`src/include/dcache_macros.svh`:
```
`ifndef DCACHE_MACROS_SVH
`define DCACHE_MACROS_SVH

// Cache geometry
`define DCACHE_WAYS      2
`define DCACHE_SETS      8
`define DCACHE_WORDS     4
`define DCACHE_INDEX_W   3
`define DCACHE_OFFSET_W  2

// Address bits above the index and the 4 line-byte bits
`define DCACHE_TAG_W     (32 - `DCACHE_INDEX_W - `DCACHE_OFFSET_W - 2)

// Every burst moves one full line
`define DCACHE_BEAT_W    2
`define DCACHE_LAST_BEAT 2'd3

// Must be nonzero or the LFSR locks up
`define DCACHE_LFSR_SEED 8'h5b

`endif

```
`src/design/dcache_pkg.sv`:
```
`default_nettype none

`include "dcache_macros.svh"

package dcache_pkg;

    typedef logic [`DCACHE_INDEX_W-1:0]      index_t;
    typedef logic [`DCACHE_TAG_W-1:0]        tag_t;
    typedef logic [$clog2(`DCACHE_WAYS)-1:0] way_t;
    typedef logic [`DCACHE_WORDS-1:0][31:0]  line_t;

    typedef struct packed {
        logic        write;
        logic [31:0] addr;
        logic [31:0] wdata;
        logic [3:0]  be;
    } cpu_req_t;

    typedef struct packed {
        logic [31:0] rdata;
    } cpu_resp_t;

    typedef struct packed {
        logic valid;
        logic dirty;
        tag_t tag;
    } tag_entry_t;

    // Cache to memory
    typedef struct packed {
        logic        ar_valid;
        logic [31:0] ar_addr;
        logic        r_ready;
        logic        aw_valid;
        logic [31:0] aw_addr;
        logic        w_valid;
        logic [31:0] w_data;
        logic        w_last;
    } mem_req_t;

    // Memory to cache
    // The write response is always accepted
    typedef struct packed {
        logic        ar_ready;
        logic        r_valid;
        logic [31:0] r_data;
        logic        r_last;
        logic        aw_ready;
        logic        w_ready;
        logic        b_valid;
    } mem_resp_t;

    typedef struct packed {
        way_t   way;
        index_t index;
        tag_t   tag;
        line_t  line;
    } fill_t;

endpackage

`default_nettype wire

```
`src/design/dcache_lookup.sv`:
```
`default_nettype none

`include "dcache_macros.svh"

module dcache_lookup
    import dcache_pkg::*;
(
    input  logic                             clk,
    input  logic                             rst,
    input  logic                             req_valid,
    input  cpu_req_t                         req,
    output logic                             req_ready,
    output logic                             resp_valid,
    output cpu_resp_t                        resp,
    input  logic                             resp_ready,
    output index_t                           rd_index,
    input  tag_entry_t [`DCACHE_WAYS-1:0]    rd_tags,
    input  line_t      [`DCACHE_WAYS-1:0]    rd_lines,
    output logic       [`DCACHE_WAYS-1:0]    hit_we,
    output index_t                           hit_index,
    output line_t                            hit_line,
    output logic                             hit_dirty,
    output logic                             miss,
    output index_t                           miss_index,
    output tag_t                             miss_tag,
    input  logic                             fill_done
);

    localparam int IDX_LSB = `DCACHE_OFFSET_W + 2;
    localparam int TAG_LSB = IDX_LSB + `DCACHE_INDEX_W;

    logic                        ready_en;
    logic                        acc_valid;
    cpu_req_t                    acc_req;
    logic                        lk_valid;
    cpu_req_t                    lk_req;
    tag_t                        lk_tag;
    logic [`DCACHE_OFFSET_W-1:0] lk_offset;
    logic [`DCACHE_WAYS-1:0]     hit_way;
    logic                        lk_hit;
    logic                        lk_fire;
    logic                        lk_adv;
    line_t                       sel_line;
    line_t                       merged_line;
    logic                        miss_q;

    function automatic logic [31:0] merge_bytes(input logic [31:0] old_word,
                                                input logic [31:0] new_word,
                                                input logic [3:0]  be);
        logic [31:0] out_word;
        out_word = old_word;
        for (int b = 0; b < 4; b++) begin
            if (be[b]) begin
                out_word[8*b +: 8] = new_word[8*b +: 8];
            end
        end
        return out_word;
    endfunction

    assign rd_index  = lk_req.addr[IDX_LSB +: `DCACHE_INDEX_W];
    assign lk_tag    = lk_req.addr[TAG_LSB +: `DCACHE_TAG_W];
    assign lk_offset = lk_req.addr[2 +: `DCACHE_OFFSET_W];

    // Tag compare across ways and byte merge into the hit line
    always_comb begin
        sel_line = '0;
        for (int w = 0; w < `DCACHE_WAYS; w++) begin
            hit_way[w] = rd_tags[w].valid && (rd_tags[w].tag == lk_tag);
            if (hit_way[w]) begin
                sel_line = rd_lines[w];
            end
        end
        merged_line = sel_line;
        merged_line[lk_offset] = merge_bytes(sel_line[lk_offset], lk_req.wdata, lk_req.be);
    end

    assign lk_hit    = lk_valid && (|hit_way);
    assign lk_fire   = lk_hit && (!resp_valid || resp_ready);
    assign lk_adv    = !lk_valid || lk_fire;
    assign req_ready = ready_en && (!acc_valid || lk_adv);

    // Write hits only commit once the response can move
    assign hit_we     = {`DCACHE_WAYS{lk_fire && lk_req.write}} & hit_way;
    assign hit_index  = rd_index;
    assign hit_line   = merged_line;
    assign hit_dirty  = lk_req.write;
    assign miss       = miss_q;
    assign miss_index = rd_index;
    assign miss_tag   = lk_tag;

    always_ff @(posedge clk) begin
        if (rst) begin
            ready_en   <= 1'b0;
            acc_valid  <= 1'b0;
            lk_valid   <= 1'b0;
            resp_valid <= 1'b0;
            miss_q     <= 1'b0;
        end else begin
            ready_en <= 1'b1;
            if (req_valid && req_ready) begin
                acc_valid <= 1'b1;
            end else if (lk_adv) begin
                acc_valid <= 1'b0;
            end
            if (lk_adv) begin
                lk_valid <= acc_valid;
            end
            if (lk_fire) begin
                resp_valid <= 1'b1;
            end else if (resp_ready) begin
                resp_valid <= 1'b0;
            end
            // Held until the refilled line is installed, then the request retries
            if (fill_done) begin
                miss_q <= 1'b0;
            end else if (lk_valid && !lk_hit) begin
                miss_q <= 1'b1;
            end
        end
    end

    always_ff @(posedge clk) begin
        if (req_valid && req_ready) begin
            acc_req <= req;
        end
        if (lk_adv && acc_valid) begin
            lk_req <= acc_req;
        end
        if (lk_fire) begin
            resp.rdata <= lk_req.write ? merged_line[lk_offset] : sel_line[lk_offset];
        end
    end

endmodule

`default_nettype wire

```
`src/design/dcache_miss_unit.sv`:
```
`default_nettype none

`include "dcache_macros.svh"

module dcache_miss_unit
    import dcache_pkg::*;
(
    input  logic                             clk,
    input  logic                             rst,
    input  logic                             miss,
    input  index_t                           miss_index,
    input  tag_t                             miss_tag,
    input  tag_entry_t [`DCACHE_WAYS-1:0]    rd_tags,
    input  line_t      [`DCACHE_WAYS-1:0]    rd_lines,
    output logic                             fill_we,
    output fill_t                            fill,
    output logic                             fill_done,
    output mem_req_t                         mem_req,
    input  mem_resp_t                        mem_resp
);

    localparam int LINE_OFF_W = `DCACHE_OFFSET_W + 2;

    typedef enum logic [2:0] {
        ST_IDLE,
        ST_AW,
        ST_W,
        ST_B,
        ST_AR,
        ST_R,
        ST_FILL
    } state_t;

    state_t                    state;
    logic [7:0]                lfsr;
    logic [7:0]                lfsr_next;
    way_t                      pick_way;
    logic [`DCACHE_BEAT_W-1:0] beat;
    way_t                      victim_way;
    tag_t                      victim_tag;
    line_t                     victim_line;
    line_t                     rx_line;

    // Taps 8,6,5,4 for a maximal length sequence
    assign lfsr_next = {lfsr[6:0], lfsr[7] ^ lfsr[5] ^ lfsr[4] ^ lfsr[3]};
    assign pick_way  = lfsr_next[$bits(way_t)-1:0];

    always_ff @(posedge clk) begin
        if (rst) begin
            state <= ST_IDLE;
            lfsr  <= `DCACHE_LFSR_SEED;
            beat  <= '0;
        end else begin
            case (state)
                ST_IDLE: begin
                    if (miss) begin
                        lfsr <= lfsr_next;
                        // Clean or empty victims skip the write-back
                        if (rd_tags[pick_way].valid && rd_tags[pick_way].dirty) begin
                            state <= ST_AW;
                        end else begin
                            state <= ST_AR;
                        end
                    end
                end
                ST_AW: begin
                    if (mem_resp.aw_ready) begin
                        state <= ST_W;
                        beat  <= '0;
                    end
                end
                ST_W: begin
                    if (mem_resp.w_ready) begin
                        beat <= beat + 1'b1;
                        if (beat == `DCACHE_LAST_BEAT) begin
                            state <= ST_B;
                        end
                    end
                end
                ST_B: begin
                    if (mem_resp.b_valid) begin
                        state <= ST_AR;
                    end
                end
                ST_AR: begin
                    if (mem_resp.ar_ready) begin
                        state <= ST_R;
                        beat  <= '0;
                    end
                end
                ST_R: begin
                    if (mem_resp.r_valid) begin
                        beat <= beat + 1'b1;
                        if (mem_resp.r_last) begin
                            state <= ST_FILL;
                        end
                    end
                end
                default: state <= ST_IDLE;
            endcase
        end
    end

    // Victim snapshot and refill buffer
    always_ff @(posedge clk) begin
        if (state == ST_IDLE && miss) begin
            victim_way  <= pick_way;
            victim_tag  <= rd_tags[pick_way].tag;
            victim_line <= rd_lines[pick_way];
        end
        if (state == ST_R && mem_resp.r_valid) begin
            rx_line[beat] <= mem_resp.r_data;
        end
    end

    always_comb begin
        mem_req          = '0;
        mem_req.aw_addr  = {victim_tag, miss_index, {LINE_OFF_W{1'b0}}};
        mem_req.ar_addr  = {miss_tag, miss_index, {LINE_OFF_W{1'b0}}};
        mem_req.w_data   = victim_line[beat];
        mem_req.w_last   = (state == ST_W) && (beat == `DCACHE_LAST_BEAT);
        mem_req.aw_valid = (state == ST_AW);
        mem_req.w_valid  = (state == ST_W);
        mem_req.ar_valid = (state == ST_AR);
        mem_req.r_ready  = (state == ST_R);
    end

    assign fill_we    = (state == ST_FILL);
    assign fill_done  = (state == ST_FILL);
    assign fill.way   = victim_way;
    assign fill.index = miss_index;
    assign fill.tag   = miss_tag;
    assign fill.line  = rx_line;

endmodule

`default_nettype wire

```
`src/design/dcache_store.sv`:
```
`default_nettype none

`include "dcache_macros.svh"

module dcache_store
    import dcache_pkg::*;
(
    input  logic                             clk,
    input  logic                             rst,
    input  logic       [`DCACHE_WAYS-1:0]    hit_we,
    input  index_t                           hit_index,
    input  line_t                            hit_line,
    input  logic                             hit_dirty,
    input  logic                             fill_we,
    input  fill_t                            fill,
    input  index_t                           rd_index,
    output tag_entry_t [`DCACHE_WAYS-1:0]    rd_tags,
    output line_t      [`DCACHE_WAYS-1:0]    rd_lines
);

    logic  valid_q [`DCACHE_WAYS][`DCACHE_SETS];
    logic  dirty_q [`DCACHE_WAYS][`DCACHE_SETS];
    tag_t  tag_q   [`DCACHE_WAYS][`DCACHE_SETS];
    line_t data_q  [`DCACHE_WAYS][`DCACHE_SETS];

    // Valid bits per way and set
    always_ff @(posedge clk) begin
        if (rst) begin
            for (int w = 0; w < `DCACHE_WAYS; w++) begin
                for (int s = 0; s < `DCACHE_SETS; s++) begin
                    valid_q[w][s] <= 1'b0;
                end
            end
        end else if (fill_we) begin
            valid_q[fill.way][fill.index] <= 1'b1;
        end
    end

    // Fill wins over a hit write to the same way
    always_ff @(posedge clk) begin
        for (int w = 0; w < `DCACHE_WAYS; w++) begin
            if (fill_we && fill.way == way_t'(w)) begin
                tag_q[w][fill.index]   <= fill.tag;
                dirty_q[w][fill.index] <= 1'b0;
                data_q[w][fill.index]  <= fill.line;
            end else if (hit_we[w]) begin
                dirty_q[w][hit_index] <= hit_dirty;
                data_q[w][hit_index]  <= hit_line;
            end
        end
    end

    // Combinational read of every way at one index
    for (genvar w = 0; w < `DCACHE_WAYS; w++) begin : gen_read
        assign rd_tags[w].valid = valid_q[w][rd_index];
        assign rd_tags[w].dirty = dirty_q[w][rd_index];
        assign rd_tags[w].tag   = tag_q[w][rd_index];
        assign rd_lines[w]      = data_q[w][rd_index];
    end

endmodule

`default_nettype wire

```
`src/design/dcache_top.sv`:
```
`default_nettype none

`include "dcache_macros.svh"

module dcache_top
    import dcache_pkg::*;
(
    input  logic      clk,
    input  logic      rst,
    input  logic      req_valid,
    input  cpu_req_t  req,
    output logic      req_ready,
    output logic      resp_valid,
    output cpu_resp_t resp,
    input  logic      resp_ready,
    output mem_req_t  mem_req,
    input  mem_resp_t mem_resp
);

    index_t                        rd_index;
    tag_entry_t [`DCACHE_WAYS-1:0] rd_tags;
    line_t      [`DCACHE_WAYS-1:0] rd_lines;
    logic       [`DCACHE_WAYS-1:0] hit_we;
    index_t                        hit_index;
    line_t                         hit_line;
    logic                          hit_dirty;
    logic                          miss;
    index_t                        miss_index;
    tag_t                          miss_tag;
    logic                          fill_we;
    fill_t                         fill;
    logic                          fill_done;

    dcache_store dcache_store_inst (
        .clk, .rst, .hit_we, .hit_index, .hit_line, .hit_dirty,
        .fill_we, .fill, .rd_index, .rd_tags, .rd_lines
    );

    dcache_lookup dcache_lookup_inst (
        .clk, .rst, .req_valid, .req, .req_ready, .resp_valid, .resp, .resp_ready,
        .rd_index, .rd_tags, .rd_lines, .hit_we, .hit_index, .hit_line, .hit_dirty,
        .miss, .miss_index, .miss_tag, .fill_done
    );

    // Victim is read through the same store port while lookup holds the miss
    dcache_miss_unit dcache_miss_unit_inst (
        .clk, .rst, .miss, .miss_index, .miss_tag, .rd_tags, .rd_lines,
        .fill_we, .fill, .fill_done, .mem_req, .mem_resp
    );

endmodule

`default_nettype wire

```
`config.mk`:
```
export PLATFORM = sky130hd
export DESIGN_NAME = dcache_top
export DESIGN_NICKNAME = d
export VERILOG_FILES = /design/src/design/dcache_pkg.sv /design/src/design/dcache_lookup.sv /design/src/design/dcache_miss_unit.sv /design/src/design/dcache_store.sv /design/src/design/dcache_top.sv
export VERILOG_INCLUDE_DIRS = /design/src /design/src/include
export SDC_FILE = /design/constraint.sdc
export NUM_CORES = 2
export LEC_CHECK = 0
export BUFFER_PORTS_ARGS = -buffer_cell sky130_fd_sc_hd__buf_2
export CORE_MARGIN = 2
export CORE_UTILIZATION = 25
export DETAILED_ROUTE_END_ITERATION = 7
export HOLD_SLACK_MARGIN = 0.1
export SLEW_MARGIN = 20
export SYNTH_ARGS = -nofsm -noshare
export SYNTH_HDL_FRONTEND = slang
export SYNTH_SLANG_ARGS = --single-unit
```
`constraint.sdc`:
```
create_clock -name clk -period 10.4 [get_ports clk]
set_input_delay 0.52 -clock clk [delete_from_list [all_inputs] [get_ports clk]]
set_output_delay 0.52 -clock clk [all_outputs]
set_load 0.01 [all_outputs]
```
== Word level (Yosys, flattened, before mapping) ==
Memories as Yosys holds them, arrays and structs flattened.
Index checks and enable logic that the tools add are counted.

* Add/sub/neg operators: 1
* Order comparisons: 7
* Equality and inequality tests: 17
* Muxes and demuxes: 2164
* Bitwise logic cells: 2070
* Reductions and logical operators: 36

{| class="wikitable"
|+ Operators with widths
! cell !! count
|-
| 1024-bit 2-to-1 mux || 4
|-
| 1-bit 2-to-1 mux || 2090
|-
| 1-bit bitwise OR || 2064
|-
| 128-bit 2-to-1 mux || 9
|-
| 200-bit 2-to-1 mux || 4
|-
| 128-bit binary-select mux with 3-bit select || 2
|-
| 128-bit demux with 3-bit select || 1
|-
| 128-bit bitwise mux || 2
|-
| 200-bit OR reduction || 1
|-
| 32-bit binary-select mux with 2-bit select || 3
|-
| 32-bit 2-to-1 mux || 6
|-
| 25-bit binary-select mux with 3-bit select || 2
|-
| 32-bit demux with 2-bit select || 2
|-
| 25-bit 2-to-1 mux || 5
|-
| 8-bit 2-to-1 mux || 11
|-
| 25-bit demux with 3-bit select || 1
|-
| 27-bit 2-to-1 mux || 2
|-
| 25-bit equality test || 2
|-
| 3-bit 2-to-1 mux || 9
|-
| 1-bit logical AND || 18
|-
| 3-bit case mux with 6 select lines || 1
|-
| 1-bit binary-select mux with 3-bit select || 4
|-
| 2-bit by 1-bit inequality test with 1-bit output (second input constant) || 6
|-
| 3-bit equality test (second input constant) || 3
|-
| other kinds (27) || 43
|}

* Register bits: 470
* Memory bits (writable): 2480
* Bits of input ports: 111
* Output and inout port bits: 135
* Logic and storage cells: 4326
* Memories kept: 4

{| class="wikitable"
|+ Memories
! memory !! words !! bits a word !! read ports !! clocked after Yosys merged registers in !! write ports !! RTL line !! RTL
|-
| dcache_store_inst.data_q || 2 || 1024 || 2 || 0 || 2 || dcache_store.sv:24 || <nowiki>line_t data_q [`DCACHE_WAYS][`DCACHE_SETS];</nowiki>
|-
| dcache_store_inst.tag_q || 2 || 200 || 2 || 0 || 1 || dcache_store.sv:23 || <nowiki>tag_t tag_q [`DCACHE_WAYS][`DCACHE_SETS];</nowiki>
|-
| dcache_store_inst.dirty_q || 2 || 8 || 2 || 0 || 2 || dcache_store.sv:22 || <nowiki>logic dirty_q [`DCACHE_WAYS][`DCACHE_SETS];</nowiki>
|-
| dcache_store_inst.valid_q || 2 || 8 || 2 || 0 || 2 || dcache_store.sv:21 || <nowiki>logic valid_q [`DCACHE_WAYS][`DCACHE_SETS];</nowiki>
|}

== Depth between registers and ports, before layout ==
* Depth in word-level cells: 15
* Mapped depth: 20
* Gate-level depth less buffers: 10

== By module ==
Synthesis repeated with hierarchy kept, for this count alone.

* Cell total of the unflattened synthesis: 8213
* Area total of the unflattened synthesis: 142973.4 sq um

{| class="wikitable"
|+ By module, submodules not included
! module !! instances !! cells an instance !! area an instance (sq um) !! sequential area each (sq um)
|-
| dcache_store || 1 || 6239 || 118785.2 || 74471.4
|-
| dcache_miss_unit || 1 || 676 || 12554.5 || 8728.4
|-
| dcache_lookup || 1 || 1298 || 11633.7 || 5084.9
|}

== Worst setup path after synthesis ==
OpenSTA, ideal clock, no wires.

* Path type: register to register
* From: reg dcache_lookup_inst.lk_req (netlist bit dcache_lookup_inst.hit_index[1])
* To: mem dcache_store_inst.data_q[0][1000] in the netlist's numbering (enable)
* Setup time: 0.660 ns
* Data arrival time: 9.861 ns
* Required time: 9.740 ns
* Setup slack: -0.121 ns
* Stages on the path, launching flop included: 19
* Buffers on the path: 10
* Clock period less this slack: 10.521 ns
* Cells stage by stage: edfxtp_1 buf_4 buf_4 buf_4 buf_4 buf_2 buf_4 mux2i_1 nand2_1 a31o_2 a2111oi_0 nand3_1 nor4_4 buf_4 buf_6 buf_4 nand2_1 clkbuf_1 a21oi_1

{| class="wikitable"
|+ RTL lines
! what !! RTL line !! RTL
|-
| start: declaration || dcache_lookup.sv:36 || <nowiki>cpu_req_t lk_req;</nowiki>
|-
| start signal: assignment || dcache_lookup.sv:127 || <nowiki>lk_req <= acc_req;</nowiki>
|-
| end: declaration || dcache_store.sv:24 ||
|}

==> flow_summary.ini <==
[status]
outcome = finished with violations
failed_checks = DRC

[power]
p_sw_share_pct = 23.6
switchingPower_uw = 6070
peakVddDrop_mv = 0.190
pwr-share-seq_pct = 51.3
internal_power_uw = 19700
comb_power_share_pct = 6.1
power_per_cell_area_mw_per_mm2 = 169
power.static_leakage_uw = 0.0518
share_clk_of_total_power_pct = 42.6

[layout]
final_cell_mix = edfxtp_1 (2928), nand2_1 (2246), o21ai_0 (2149)
drive_gt1_share_pct = 11.1
layout_commonest_cell = edfxtp_1
area_delta_synth_final_pct = 14.0
finalNonFillerCells = 18312
fin_nets = 11132

[floorplan]
overall_die_area_mm2 = 0.541
start_util_pct = 25.1
die_width_um = 735
core-area_mm2 = 0.533
rows = 268
pin_count = 246
die_height_um = 735

[clock_network]
number_of_cells_upsized_or_downsized_after_cts = 0
ctsHtreeMaxLevel = 5
clock_sinks = 2946
cts_root_buf = clkbuf_16
cts_buffer_depth = 4
cts_buffers = 320
clock_pin_slew_worst_setup_and_hold_paths_ps = 60
cts_tree = built
clk-insertion-delay-late_ps = 920
cts_setup_buffers = 0
post_cts_hold_buffer_count = 103

[synthesis]
yosys_register_bits = 2946
post_synth_edffs = 2928
syn_inst = 11414
yosys_most_used_dff = edfxtp_1
yosysWarningCount = 0
sequential_element_share_of_the_synthesized_area_pct = 66.0
synth-async-reset-ratio_pct = 0
syn-mean-instance-area_um2 = 11.7
post_synth_num_cell_types = 83
syn_area_mm2 = 0.134

[setup_path]
worstPathCellList = buf_4, nor2b_2, buf_4, a22oi_1, and3b_1, or4_1, nand4b_1, or4_4, nor3_4, nand2_4, nand2_4, buf_12
critPathSlowestCell = nand2_4
critPathCaptureType = flop
launching_element_type_of_the_critical_path = flop
max_stage_delay_ps = 1160
worstPathMaxFanout = 66
critPathKind = reg -> reg
worstPathRequired_ps = 10890
arrival_ps = 8330

[routing]
drt-vias-per-instance = 5.45
dr_total_vias = 99752
detail_route.drc_violations = 1
detailedRoute.firstIterationViolations = 16681
route.antenna.remaining_nets = 0
average_wire_per_standard_cell_um = 28.5
route.final.wire_length_um = 523000
firstDrtPassIters = 8

[sta]
clock.fmax_ghz = 0.128
timing.final.hold_violations = 0
finalSetupTns_ps = 0
timing.max_slew.rel_slack_pct = 18.2
period_share_pct = 75.4
setup_repair_after_global_routing_missed_its_margin = false
max_slew_violations = 0
skew_final_ps = 70.8
final_critical_path_time_including_i_o_delays_and_setup_ps = 7840
timing.final.setup_violations = 0
setup_slack_ps = 2560
tightestPinTransition_ps = 1230

[grt]
largest_net_degree_at_the_start_of_global_routing = 181
grt_residual_overflow = 0
antenna_found_initial = 69
gr-usage-all-layers_pct = 18.5
vias_in_the_first_global_route = 91837
global_route_wire_length_before_repair_um = 722000

[min_path]
hp-class = in -> reg

[job]
number_of_maximum_capacitance_violations = 0

[placed_design]
place_hpwl_um = 277000
dp_worst_setup_slack_ps = 2700
numPlacedInstances = 17611
place.port_buffers = 235
finalWeightedCongestion = 0.826
layer usage:
| layer | global-route usage, % | share of wire (%) |
|---|---|---|
| met5 | 0 | 0.076 |
| met4 | 7.13 | 4.4 |
| met3 | 5.76 | 15 |
| met2 | 28.2 | 44 |
| met1 | 24.5 | 37 |
cell usage after synthesis, drive strengths merged (12+ instances only):
| library cell | number | area (um2) |
|---|---|---|
| edfxtp | 2928 | 87900 |
| nand2 | 2269 | 8520 |
| o21ai | 2191 | 11000 |
| clkbuf | 829 | 3110 |
| a22oi | 678 | 5090 |
| buf | 465 | 2110 |
| nor2 | 304 | 1140 |
| mux2i | 238 | 2390 |
| a21oi | 234 | 1170 |
| a221oi | 192 | 1680 |
| nand3 | 141 | 706 |
| nand4 | 122 | 769 |
| mux2 | 121 | 1360 |
| mux4 | 87 | 1960 |
| and3 | 82 | 513 |
| a22o | 75 | 657 |
| o211ai | 55 | 413 |
| o22ai | 26 | 163 |
| inv | 24 | 90.1 |
| and2 | 21 | 131 |
| xnor2 | 21 | 184 |
| nand2b | 19 | 119 |
| nand3b | 19 | 143 |
| dfxtp | 18 | 360 |
| nor3 | 18 | 101 |
| a221o | 15 | 150 |
| a31oi | 15 | 93.8 |
| o21a | 15 | 113 |
| xor2 | 15 | 131 |
| nor2b | 14 | 87.6 |
| o41ai | 14 | 123 |
| nor4 | 12 | 103 |
stage by stage:
stage | hold slack, ps | utilization, % | instance area [um2] | total power [uW]
floorplan | 400 | - | 134000 | 14200
global placement | 401 | 26.5 | 141000 | 14900
detailed placement | 405 | 26.5 | 141000 | 14900
CTS | 115 | 28.6 | 152000 | 25700
global route | 181 | 28.6 | 152000 | 26300
finish | 152 | 28.6 | 153000 | 25800
power by group through the flow:
stage	logic (uW)	registers, uW	clock network, uW
2_1_floorplan	818	13400	0
3_3_place_gp	1470	13500	0
3_5_place_dp	1470	13500	0
4_1_cts	1530	13200	11000
5_1_grt	1620	13200	11400
6_report	1570	13200	11000
layout make-up:
type,instances,area (um2)
Antenna cell,32,80.1
Clock buffer,413,8480
Clock inverter,152,1180
Fill cell,53561,380000
Inverter,26,116
Multi-Input combinational cell,7155,41000
Sequential cell,2946,88300
Tap cell,7020,8780
Timing Repair Buffer,568,4590
critical path: cells and delay by family (launching register included):
kind            cells  cell delay, ps
compound gates      1             180
buf+inv             3            1200
flops               1             730
simple gates        8            5190
registers in the layout (all words and copies together), names as in the netlist, 2 cells and up:
| signal | flops |
|---|---|
| dcache_lookup_inst.hit_index | 3 |
| dcache_lookup_inst.lk_offset | 2 |
| dcache_store_inst.valid_q | 16 |
| dcache_miss_unit_inst.fill | 128 |
| dcache_miss_unit_inst.victim_line | 128 |
| dcache_store_inst.data_q | 2048 |
| dcache_store_inst.tag_q | 400 |
| dcache_miss_unit_inst.state | 3 |
| dcache_miss_unit_inst.victim_tag | 25 |
| dcache_lookup_inst.resp | 32 |
| dcache_miss_unit_inst.lfsr | 8 |
| dcache_lookup_inst.lk_req | 36 |
| dcache_lookup_inst.acc_req | 67 |
| dcache_store_inst.dirty_q | 16 |
| dcache_miss_unit_inst.beat | 2 |
| dcache_lookup_inst.miss_tag | 25 |
worst paths after layout:
kind                                    from                               end  slack [ps]  cells after the start
max reg2reg  dcache_lookup_inst.hit_index[2]  dcache_store_inst.data_q[0][430]        2560                     12
max          dcache_lookup_inst.hit_index[2]  dcache_store_inst.data_q[0][430]        2560                     12
min reg2reg   dcache_lookup_inst.acc_req[53]   dcache_lookup_inst.miss_tag[10]         410                      0
min                              mem_resp[3]    dcache_miss_unit_inst.state[0]         150                      4
logic make-up after synthesis:
group	Yosys count	share of synthesized area, %
compound gates	3593	16.0
simple gates	3068	9.50
flops	2946	66.0
buf+inv	1320	3.98
mux	446	4.27
xor+xnor	36	0.236
fa+ha+maj	4	0.0374
other cells	1	0.00280
Power figures use the tool's default switching activity.
